### src/logic/calcPkg.sv
`default_nettype none

package calcPkg;

	// ------------------------------------------------------------
	// Command and operation codes
	// ------------------------------------------------------------

	typedef enum logic [2:0] {
		CmdClear,
		CmdEquals,
		CmdAdd,
		CmdSub,
		CmdMul,
		CmdDiv
	} cmdT;

	// Operation waiting for the next equals
	typedef enum logic [2:0] {
		OpNone,
		OpAdd,
		OpSub,
		OpMul,
		OpDiv
	} opT;

	typedef enum logic [3:0] {
		StIdle,       // Waiting for a request
		StExec,       // Command decode
		StEqual,      // Equals dispatch on pending op
		StMulCheck,   // Booth examine bits
		StMulAdd,
		StMulSub,
		StMulShift,
		StDivSetup,   // Divisor zero test
		StDivLoop,    // Repeated subtraction
		StDivFinish,
		StAck         // Hold ack until req drops
	} ctrlStateT;

	// ------------------------------------------------------------
	// Seven-segment encoding, active low, bit 0 is segment a
	// ------------------------------------------------------------

	typedef logic [6:0] segT;

	localparam segT segDigits [10] = '{
		7'h40, 7'h79, 7'h24, 7'h30, 7'h19,
		7'h12, 7'h02, 7'h78, 7'h00, 7'h10
	};

	localparam segT segMinus = 7'h3F;   // Only segment g lit
	localparam segT segOff   = 7'h7F;   // Blank digit

	localparam int unsigned dispMax = 999;   // Three decimal digits

endpackage

`default_nettype wire

### src/logic/calcCtrlIf.sv
`default_nettype none

interface calcCtrlIf;

	// Strobes from the controller, one cycle each
	logic clrAcc;     // Acc and overflow to zero
	logic ldNum;      // Capture converted number
	logic accLoad;    // Acc takes the number
	logic addSubGo;   // Shared adder result written back
	logic subSel;     // Adder subtracts
	logic mulStart;
	logic mulStep;    // Booth shift only
	logic mulFinish;
	logic divStart;
	logic divStep;
	logic divFinish;

	// Status from the datapath
	logic [1:0] mulBits;   // Booth examine pair
	logic       mulLast;   // Iterations used up
	logic       divZero;
	logic       divMore;   // Remainder still >= divisor

	modport ctrl (
		output clrAcc, ldNum, accLoad, addSubGo, subSel,
		output mulStart, mulStep, mulFinish, divStart, divStep, divFinish,
		input  mulBits, mulLast, divZero, divMore
	);

	modport dp (
		input  clrAcc, ldNum, accLoad, addSubGo, subSel,
		input  mulStart, mulStep, mulFinish, divStart, divStep, divFinish,
		output mulBits, mulLast, divZero, divMore
	);

endinterface

`default_nettype wire

### src/logic/calcControl.sv
`default_nettype none

module calcControl
	import calcPkg::*;
(
	input  logic    CLK_in,
	input  logic    arstN,
	input  logic    cmdReq,
	input  cmdT     cmd,
	output logic    cmdAck,
	calcCtrlIf.ctrl ctl
);

	ctrlStateT state, nextState;
	opT        pendOp;   // Kept until clear

	// ------------------------------------------------------------
	// Next state and strobes
	// ------------------------------------------------------------

	always_comb begin
		nextState     = state;
		ctl.clrAcc    = 1'b0;
		ctl.ldNum     = 1'b0;
		ctl.accLoad   = 1'b0;
		ctl.addSubGo  = 1'b0;
		ctl.subSel    = 1'b0;
		ctl.mulStart  = 1'b0;
		ctl.mulStep   = 1'b0;
		ctl.mulFinish = 1'b0;
		ctl.divStart  = 1'b0;
		ctl.divStep   = 1'b0;
		ctl.divFinish = 1'b0;
		case (state)
			StIdle: begin
				if (cmdReq && !cmdAck) nextState = StExec;   // New request only after ack low
			end
			StExec: begin
				case (cmd)
					CmdClear: begin
						ctl.clrAcc = 1'b1;
						nextState  = StAck;
					end
					CmdEquals: begin
						ctl.ldNum = 1'b1;   // Number register valid next cycle
						nextState = StEqual;
					end
					default: nextState = StAck;   // Operator only recorded
				endcase
			end
			StEqual: begin
				case (pendOp)
					OpAdd, OpSub: begin
						ctl.addSubGo = 1'b1;
						ctl.subSel   = (pendOp == OpSub);
						nextState    = StAck;
					end
					OpMul: begin
						ctl.mulStart = 1'b1;
						nextState    = StMulCheck;
					end
					OpDiv: begin
						ctl.divStart = 1'b1;
						nextState    = StDivSetup;
					end
					default: begin
						ctl.accLoad = 1'b1;   // Nothing pending
						nextState   = StAck;
					end
				endcase
			end
			StMulCheck: begin
				if (ctl.mulLast) begin
					ctl.mulFinish = 1'b1;
					nextState     = StAck;
				end else if (ctl.mulBits == 2'b01) begin
					nextState = StMulAdd;
				end else if (ctl.mulBits == 2'b10) begin
					nextState = StMulSub;
				end else begin
					nextState = StMulShift;   // 00 or 11, shift only
				end
			end
			StMulAdd, StMulSub: begin
				ctl.addSubGo = 1'b1;   // Add or subtract plus shift in one step
				ctl.subSel   = (state == StMulSub);
				nextState    = StMulCheck;
			end
			StMulShift: begin
				ctl.mulStep = 1'b1;
				nextState   = StMulCheck;
			end
			StDivSetup: begin
				// Zero divisor skips the loop, acc untouched
				nextState = ctl.divZero ? StAck : StDivLoop;
			end
			StDivLoop: begin
				if (ctl.divMore) ctl.divStep = 1'b1;
				else             nextState   = StDivFinish;
			end
			StDivFinish: begin
				ctl.divFinish = 1'b1;
				nextState     = StAck;
			end
			StAck: begin
				if (!cmdReq) nextState = StIdle;   // Strobes stay low meanwhile
			end
			default: nextState = StIdle;
		endcase
	end

	// ------------------------------------------------------------
	// State, pending op and ack registers
	// ------------------------------------------------------------

	always_ff @(posedge CLK_in or negedge arstN) begin
		if (!arstN) begin
			state  <= StIdle;
			pendOp <= OpNone;
			cmdAck <= 1'b0;
		end else begin
			state  <= nextState;
			cmdAck <= (nextState == StAck);   // Falls with the return to idle
			if (state == StExec) begin
				case (cmd)
					CmdClear: pendOp <= OpNone;
					CmdAdd:   pendOp <= OpAdd;
					CmdSub:   pendOp <= OpSub;
					CmdMul:   pendOp <= OpMul;
					CmdDiv:   pendOp <= OpDiv;
					default:  pendOp <= pendOp;   // Equals keeps it
				endcase
			end
		end
	end

	// Ack only rises after a command has run, never straight out of idle
	aAckAfterWork: assert property (@(posedge CLK_in) disable iff (!arstN)
		$rose(cmdAck) |-> $past(state) != StIdle);

	// One accumulator source per cycle
	aOneStart: assert property (@(posedge CLK_in) disable iff (!arstN)
		$onehot0({ctl.accLoad, ctl.addSubGo, ctl.mulStart, ctl.divStart}));

endmodule

`default_nettype wire

### src/logic/calcDatapath.sv
`default_nettype none

module calcDatapath #(
	parameter int W = 11
) (
	input  logic         CLK_in,
	input  logic         arstN,
	input  logic [W-1:0] number,     // Signed magnitude
	output logic [W-1:0] result,     // Two's complement
	output logic         overflow,
	calcCtrlIf.dp        dp
);

	typedef logic signed [W-1:0]    numT;
	typedef logic [W-1:0]           magT;
	typedef logic [2*W:0]           prodT;   // Upper, multiplier, Booth bit
	typedef logic [$clog2(W+1)-1:0] cntT;

	numT  numTc, numReg, acc;
	magT  smMag;
	logic mulPhase;   // Adder works on the product
	prodT prod;
	cntT  mulCnt;
	magT  dvdMag, dvsMag, quot;
	logic divNeg;     // Quotient sign

	// ------------------------------------------------------------
	// Number conversion
	// ------------------------------------------------------------

	assign smMag = {1'b0, number[W-2:0]};
	assign numTc = number[W-1] ? numT'(-smMag) : numT'(smMag);   // -0 comes out as 0

	// Shared adder, one extra bit for the true sign
	numT                addA, addB;
	logic signed [W:0]  sumExt;
	logic               addOvf;
	logic [W:0]         prodHigh;
	logic               prodOvf;

	assign addA     = mulPhase ? numT'(prod[2*W:W+1]) : acc;
	assign addB     = mulPhase ? acc : numReg;   // Acc is the multiplicand
	assign sumExt   = dp.subSel ? addA - addB : addA + addB;
	assign addOvf   = sumExt[W] ^ sumExt[W-1];
	assign prodHigh = prod[2*W:W];
	assign prodOvf  = (|prodHigh) && !(&prodHigh);   // Upper bits not pure sign

	// ------------------------------------------------------------
	// Accumulator and overflow flag
	// ------------------------------------------------------------

	always_ff @(posedge CLK_in or negedge arstN) begin
		if (!arstN) begin
			acc      <= '0;
			overflow <= 1'b0;
			mulPhase <= 1'b0;
		end else begin
			if (dp.clrAcc) begin
				acc      <= '0;
				overflow <= 1'b0;
				mulPhase <= 1'b0;
			end
			if (dp.ldNum) overflow <= 1'b0;   // Every equals starts clean
			if (dp.accLoad) acc <= numReg;
			if (dp.addSubGo && !mulPhase) begin
				acc      <= numT'(sumExt);
				overflow <= addOvf;
			end
			if (dp.mulStart) mulPhase <= 1'b1;
			if (dp.mulFinish) begin
				acc      <= numT'(prod[W:1]);
				overflow <= prodOvf;
				mulPhase <= 1'b0;
			end
			if (dp.divStart) overflow <= (numReg == '0);   // Divide by zero
			if (dp.divFinish) acc <= divNeg ? numT'(-quot) : numT'(quot);
		end
	end

	// ------------------------------------------------------------
	// Number register, Booth product, divider
	// ------------------------------------------------------------

	always_ff @(posedge CLK_in) begin
		if (dp.ldNum) numReg <= numTc;
		if (dp.mulStart) begin
			prod   <= {{W{1'b0}}, numReg, 1'b0};
			mulCnt <= cntT'(W);
		end else if (dp.addSubGo && mulPhase) begin
			prod   <= {sumExt, prod[W:1]};   // Add and arithmetic shift together
			mulCnt <= mulCnt - 1'b1;
		end else if (dp.mulStep) begin
			prod   <= {prod[2*W], prod[2*W:1]};
			mulCnt <= mulCnt - 1'b1;
		end
		if (dp.divStart) begin
			dvdMag <= acc[W-1] ? magT'(-acc) : magT'(acc);
			dvsMag <= numReg[W-1] ? magT'(-numReg) : magT'(numReg);
			quot   <= '0;
			divNeg <= acc[W-1] ^ numReg[W-1];
		end else if (dp.divStep) begin
			dvdMag <= dvdMag - dvsMag;
			quot   <= quot + 1'b1;
		end
	end

	// Status back to the controller
	assign dp.mulBits = prod[1:0];
	assign dp.mulLast = (mulCnt == '0);
	assign dp.divZero = (dvsMag == '0);
	assign dp.divMore = (dvdMag >= dvsMag);

	assign result = acc;

	// Controller must have left the loop on a zero divisor
	aNoZeroStep: assert property (@(posedge CLK_in) disable iff (!arstN)
		dp.divStep |-> !dp.divZero);

endmodule

`default_nettype wire

### src/logic/segDisplay.sv
`default_nettype none

module segDisplay
	import calcPkg::*;
#(
	parameter int W = 11
) (
	input  logic [W-1:0] value,   // Two's complement
	output segT          sign,
	output segT          d2,
	output segT          d1,
	output segT          d0
);

	logic [W-1:0] mag;
	logic [3:0]   dig2, dig1, dig0;
	logic         tooLarge;

	// Magnitude, most negative value still fits unsigned
	assign mag      = value[W-1] ? -value : value;
	assign tooLarge = (mag > dispMax);

	// Decimal split
	assign dig0 = 4'(mag % 10);
	assign dig1 = 4'((mag / 10) % 10);
	assign dig2 = 4'((mag / 100) % 10);

	// ------------------------------------------------------------
	// Segment selection, dashes when out of range
	// ------------------------------------------------------------

	always_comb begin
		if (tooLarge) begin
			sign = segMinus;
			d2   = segMinus;
			d1   = segMinus;
			d0   = segMinus;
		end else begin
			sign = value[W-1] ? segMinus : segOff;
			d2   = (dig2 == 4'd0) ? segOff : segDigits[dig2];   // Leading zero blank
			d1   = (dig2 == 4'd0 && dig1 == 4'd0) ? segOff : segDigits[dig1];
			d0   = segDigits[dig0];   // Always shown
		end
	end

endmodule

`default_nettype wire

### src/logic/seqCalc.sv
`default_nettype none

module seqCalc
	import calcPkg::*;
#(
	parameter int W = 11
) (
	input  logic         CLK_in,
	input  logic         arstN,
	input  logic         cmdReq,
	output logic         cmdAck,
	input  cmdT          cmd,
	input  logic [W-1:0] number,     // Signed magnitude
	output logic [W-1:0] result,     // Two's complement
	output logic         overflow,
	output segT          hex3,       // Sign digit
	output segT          hex2,
	output segT          hex1,
	output segT          hex0
);

	// Controller to datapath strobes and status
	calcCtrlIf ctlIf ();

	calcControl uControl (
		.CLK_in (CLK_in),
		.arstN  (arstN),
		.cmdReq (cmdReq),
		.cmd    (cmd),
		.cmdAck (cmdAck),
		.ctl    (ctlIf.ctrl)
	);

	calcDatapath #(
		.W (W)
	) uDatapath (
		.CLK_in   (CLK_in),
		.arstN    (arstN),
		.number   (number),
		.result   (result),
		.overflow (overflow),
		.dp       (ctlIf.dp)
	);

	// Display follows the accumulator directly
	segDisplay #(
		.W (W)
	) uDisplay (
		.value (result),
		.sign  (hex3),
		.d2    (hex2),
		.d1    (hex1),
		.d0    (hex0)
	);

endmodule

`default_nettype wire

### config.mk
export PLATFORM = sky130hd
export DESIGN_NAME = seqCalc
export DESIGN_NICKNAME = d
export VERILOG_FILES = /design/src/logic/calcPkg.sv /design/src/logic/calcCtrlIf.sv /design/src/logic/calcControl.sv /design/src/logic/calcDatapath.sv /design/src/logic/segDisplay.sv /design/src/logic/seqCalc.sv
export SDC_FILE = /design/constraint.sdc
export NUM_CORES = 1
export LEC_CHECK = 0
export BUFFER_PORTS_ARGS = -buffer_cell sky130_fd_sc_hd__buf_2
export CELL_PAD_IN_SITES_DETAIL_PLACEMENT = 0
export CELL_PAD_IN_SITES_GLOBAL_PLACEMENT = 1
export CORE_MARGIN = 3
export CORE_UTILIZATION = 47
export DETAILED_ROUTE_END_ITERATION = 6
export PLACE_DENSITY = 0.79
export SLEW_MARGIN = 30
export SYNTH_ARGS = -nofsm -noshare
export SYNTH_HDL_FRONTEND = slang
export SYNTH_SLANG_ARGS = --single-unit
export TNS_END_PERCENT = 10
### constraint.sdc
create_clock -name CLK_in -period 9.5 [get_ports CLK_in]
set_input_delay 0.475 -clock CLK_in [delete_from_list [all_inputs] [get_ports CLK_in]]
set_output_delay 0.475 -clock CLK_in [all_outputs]
set_load 0.01 [all_outputs]
## Word-level counts from Yosys, hierarchy flattened

Memory sizes are Yosys's and may differ from the RTL's.
Index checks and enable logic that the tools add are counted.
Widths: inputs -> output; s select.

| storage, ports and cells | value |
|---|---|
| memories | 3 |
| logic and storage cells | 167 |
| flip-flop bits (word level) | 93 |
| output and inout bits | 41 |
| input port bits | 17 |
| memory bits (read-only) | 336 |

| cells by class | value |
|---|---|
| add/sub/neg operators | 10 |
| bitwise logic cells | 5 |
| reduce and logical (&&, ||, !) cells | 29 |
| divide/modulo/power cells | 5 |
| muxes and demuxes | 71 |
| magnitude comparators | 5 |
| equality and inequality tests | 22 |

Memories:

| memory | words | bits a word | read ports | clocked after memory_dff | wr ports | line | text |
|---|---|---|---|---|---|---|---|
| (no name shown) | 16 | 7 | 1 | 0 | 0 | segDisplay.sv:40 | `d2 = (dig2 == 4'd0) ? segOff : segDigits[dig2];` |
| (no name shown) | 16 | 7 | 1 | 0 | 0 | segDisplay.sv:41 | `d1 = (dig2 == 4'd0 && dig1 == 4'd0) ? segOff : segDigits[dig1];` |
| (no name shown) | 16 | 7 | 1 | 0 | 0 | segDisplay.sv:42 | `d0 = segDigits[dig0];` |

Operators with widths:

| kind | count |
|---|---|
| $mux 11 | 12 |
| $mux 7 | 13 |
| $mod 32x4->32 const B | 2 |
| $neg 11->11 | 4 |
| $pmux 4 s9 | 1 |
| $div 11x4->32 const B | 1 |
| $div 11x7->32 const B | 1 |
| $mod 11x4->32 const B | 1 |
| $mux 4 | 8 |
| $mux 1 | 25 |
| $mux 12 | 2 |
| $mux 23 | 1 |
| $logic_not 11->1 | 2 |
| $mux 22 | 1 |
| $mux 10 | 2 |
| $eq 4x3->1 const B | 4 |
| $eq 4x4->1 const B | 4 |
| $logic_not 4->1 | 4 |
| $ge 5x5->1 const B | 3 |
| $not 4->5 | 3 |
| $pmux 3 s5 | 1 |
| $reduce_bool 5->1 | 3 |
| $add 11x11->12 | 1 |
| $eq 3x2->1 const B | 4 |
| other kinds (28) | 44 |

## Depth between registers and ports, before layout

| depth | value |
|---|---|
| depth in word-level cells | 10 |
| gate-level depth with buffers | 40 |
| depth with buffers taken out | 37 |

## Modules after synthesis

A second synthesis with hierarchy kept.

| unflattened totals | value |
|---|---|
| cells, all modules | 1,255 |
| area total of the unflattened synthesis | 10,188.5 µm² |

Modules (own cells, without submodules):

| module | cells each | times used | seq. area each (µm²) | area each (µm²) |
|---|---|---|---|---|
| calcDatapath | 653 | 1 | 2,217.1 | 5,949.5 |
| segDisplay | 515 | 1 | 0.0 | 3,458.3 |
| calcControl | 87 | 1 | 200.2 | 780.7 |

## Worst setup path before layout

OpenSTA, ideal clock, no wires.

| timing path | value |
|---|---|
| kind | reg2out |
| from | register uDatapath.acc[0], in the netlist uDatapath.result[0] |
| to | output port hex1[1] |
| required time | 9,025 ps |
| cell stages (with the launch flop) | 40 |
| path slack | 1,665 ps |
| path buffers | 4 |
| arrival time | 7,360 ps |
| cell sequence | dfrtp_1 > clkbuf_1 > inv_1 > ha_1 > nor4b_1 > a22oi_1 > and2_1 > clkbuf_1 > nand2_1 > ha_1 > and2_1 > o41a_1 > nor2_1 > nor2_1 > o211ai_1 > nand3_1 > nand2_1 > ha_1 > [4 not listed] > a21o_1 > a31oi_1 > a311oi_2 > ha_1 > nand3_1 > a21o_1 > o31a_1 > buf_6 > o21a_1 > and3_1 > buf_6 > xor2_1 > inv_1 > ha_1 > inv_1 > nor3_1 > mux2i_1 > o21ai_1 |

| on the way | value |
|---|---|
| word-level cells in the longest chain between the ends | 10 |
| elaborated cells between the ends (all ways) | 16 |
| those cells by class | 1 x add/sub; 4 x div; 1 x order compare; 5 x mux; 1 x bitwise; 3 x reduce/logical; 1 x memory |

Ends and longest elaborated chain:

| item | line | text |
|---|---|---|
| from (decl) | calcDatapath.sv:19 | `numT numTc, numReg, acc;` |
| from (signal assigned) | calcDatapath.sv:64 | `if (dp.accLoad) acc <= numReg;` |
| from (signal assigned) | calcDatapath.sv:66 | `acc <= numT'(sumExt);` |
| from (signal assigned) | calcDatapath.sv:71 | `acc <= numT'(prod[W:1]);` |
| $neg 11->11 | segDisplay.sv:20 | `assign mag = value[W-1] ? -value : value;` |
| $mux 11 (*) | segDisplay.sv:20 |  |
| $div 11x4->32 | segDisplay.sv:25 | `assign dig1 = 4'((mag / 10) % 10);` |
| $mod 32x4->32 | segDisplay.sv:25 |  |
| $not 4->5 (not written as such) | segDisplay.sv:41 |  |
| $mem_v2 16x7 | -- |  |
| $mux 7 (not written as such) (2 in a row) | segDisplay.sv:41 |  |
| $mux 7 | segDisplay.sv:41 |  |
| $mux 7 (*) | segDisplay.sv:33 | `if (tooLarge) begin` |
| to (decl) | seqCalc.sv:18 | `output segT hex1,` |

Mark *: on every way between the ends. The rest lies on a longest branch, timed or not. The select of a mux whose other input is x is not followed.

## Worst setup path after layout

| timing path | value |
|---|---|
| from | register uDatapath.acc[4], in the netlist uDatapath.result[4] |
| to | output port hex1[0] |

Same word-level chain as after synthesis.

==> key figures <==
Worst setup path
  – CP max stage delay: 0.66 ns
  – Crit end category: primary output
  – Cell mode on critical path: ha_1
  – CP startpoint kind: flip-flop
  – Crit path DAT: 8.39 ns
  – Setup CP Type: flip-flop to primary output
  – Critical path data required time: between 9 and 10 ns
  – Top fanout value on the critical path: 14
  – R2R setup slack: 4.74 ns
  – Slowest-stage cell, CP: or3_1

Yosys
  – Synthesized area: 9680 um2
  – Sequential share of the synthesized area: 25.0%
  – Post-synthesis cell type count: 108
  – Main synth FF type: edfxtp_1
  – Post-Syn Instances: 1,232
  – Async SR Flop Fraction: 22.6%
  – Post-Synth XOR/XNOR Area: 8.10%
  – Yosys warning count: 0
  – Yosys reg bits: 93
  – Main combinational cell family by area after synthesis: compound AO/OA/AOI/OAI gates
  – Synthesized area per cell: just under 8 um2
  – Synth Area in Simple Gates: 23.1%
  – Adder-Cell Fraction of Synth Area: 8.10%
  – Post-synth EDFFs: 45
  – Post-synthesis compound-gate area fraction: 25.4%
  – Mux share of post-synthesis cell area: about 4.3%

Routing
  – Final ANT Viol Nets: 0
  – Detailed Route Iter0 Violations: 975
  – First-pass detailed-route iteration total: 7
  – Vias: 9,166
  – Routed WL: 28,100 um
  – DRC errors left: 0
  – Vias/cell: 6.06
  – Drt wl/cell: 18.6 um

Final layout
  – Ant. Diodes: 0
  – Most frequent cells in the layout: 153 x nand2_1, 112 x nor2_1, 85 x o21ai_0
  – FILL cells: 1,940
  – Nets: 1,317
  – Area grow syn2layout: 8.01%
  – Post-layout util: 52.7%
  – Commonest non-fill, non-tap cell in the layout: nand2_1
  – Ratio of cells with drive above 1 in the final layout: 11.6%

GRT
  – Vias in the first global route: 8,635
  – Largest net degree at the start of global routing: 38
  – GRT overflow: 0
  – Tot GR Track Use: 25.3%
  – Initial antenna violation count: 0
  – Global-route wire length before repair: 45,700 um

Timing
  – Max Clock Skew: 0.00935 ns
  – Final setup viols: 0
  – RSZ-0062 raised after global routing: no
  – Worst Tran Pin Value: 0.969 ns
  – Fin. max-slew vios: 0
  – Rel. slew slack: between 30% and 40%
  – Max Fclk: 0.113 GHz
  – Fin crit share: 93.3%
  – Final hold slack: between 0.1 and 0.15 ns
  – Final Hold Fails: 0
  – Setup TNS: 0 ns
  – Time the worst path needs with I/O delays and setup: 8.86 ns

Clock network
  – CTS H-tree lvls: 3
  – Worst-case clock buffer depth: 2
  – Root buf cell: clkbuf_16
  – Cts bufs inserted: 9
  – Clk_lat worst skew: 0.35 ns
  – CTS sink cnt: 93
  – Clk pin slew, worst setup/hold paths: approximately 0.080 ns
  – CTS tree: built

Placement
  – Port Buffers: 51
  – DP HPWL: between 20,000 and 25,000 um
  – Final RePlAce weighted congestion: 0.931

Worst hold path
  – Hold Crit Class: input port to async pin

Floorplan
  – Starting density of the core: 48.8%
  – Die Y-Extent: 150 um
  – Area of the die: between 20,000 and 25,000 um2
  – Core Rows: 51
  – Io pins: 58
  – Core Box Area: a little under 20,000 um2
  – Die Width: 150 um

Job
  – Max_cap viols: 0

Status
  – Status: finished clean
-- cell type report --
class / instances / area [um2] / area share (%)
timing repair buffer: 73 / 420 / 4.02
multi-input combinational: 1007 / 6740 / 64.4
sequential: 93 / 2420 / 23.1
inverter: 58 / 218 / 2.08
clock buffer: 9 / 225 / 2.15
clock inverter: 7 / 105 / 1.01
tap: 265 / 332 / 3.17
-- cell families after synthesis --
family / after synthesis
simple gates: 463
compound gates: 350
buf+inv: 137
flops: 93
xor+xnor: 87
fa+ha+maj: 62
mux: 39
other cells: 1
-- cells in the mapped netlist (all sizes together) (18+ instances only) --
cell type  count  area (um2)
clkbuf        58         220
o21ai         99         503
a31oi         20         125
mux2i         28         293
buf           21         143
edfxtp        45        1350
inv           57         214
a21oi         68         359
nand2        153         574
or3           18         113
nor4          18         128
xnor2         61         542
nor2         113         424
a21o          19         143
nand3         32         160
dfrtp         21         526
nor3          21         110
dfxtp         27         541
ha            56         701
nand2b        18         113
xor2          25         219
o31ai         22         198
-- per-stage QoR --
stage	cell area [um2]	setup WS [ns]	instances
finish	10500	0.637	1512
global placement	10100	0.879	1495
floorplan	9700	1.67	1237
global route	10500	0.0169	1512
CTS	10400	0.244	1511
detailed placement	10100	0.666	1495
-- repair_timing --
action / CTS / global route
hold buffers: 0 / 0
endpoints found under the setup margin: 0 / 7
gates resized for setup: 0 / 5
buffers inserted: 0 / 1
-- final timing paths --
path / startpoint / endpoint / depth (start not counted)
max: uDatapath.result[4]$_DFFE_PN0P_ / hex1[0] / 35
min: arstN / uDatapath.result[9]$_DFFE_PN0P_ / 1
max reg2reg: uControl.state[0]$_DFF_PN0_ / uDatapath.overflow$_DFFE_PN0P_ / 22
min reg2reg: uDatapath.prod[0]$_SDFFE_PP0P_ / uDatapath.prod[0]$_SDFFE_PP0P_ / 2
max in group asynchronous: arstN / uControl.state[1]$_DFF_PN0_ / 1
min in group CLK_in: cmd[0] / uControl.pendOp[1]$_DFFE_PN0P_ / 2
-- registers in the layout, indices dropped and copies added, names as in the netlist --
signal              flops
uControl.pendOp         3
uControl.state          4
uDatapath.dvsMag       11
uDatapath.numReg       11
uControl.cmdAck         1
uDatapath.overflow      1
uDatapath.dvdMag       11
uDatapath.quot         11
uDatapath.mulCnt        4
uDatapath.prod         23
uDatapath.mulPhase      1
uDatapath.result       11
uDatapath.divNeg        1
-- critical path, delay by kind of cell (launching register included) --
kind,cells,cell delay [ns]
xor+xnor,2,0.50
compound gates,13,2.92
buf+inv,5,0.61
simple gates,10,2.14
flops,1,0.57
fa+ha+maj,5,1.27
-- per-layer routing --
layer  wire length [um]  vias up  track usage [%]
li1                   -     4504                -
met1              13500     4339             37.4
met2              12200      292             39.2
met3               1910       31             3.82
met4                445        0             5.26
met5                  0        -                0
Power is not shown: default switching activity piles up to over one toggle a cycle in this logic, so the estimate is an artifact.
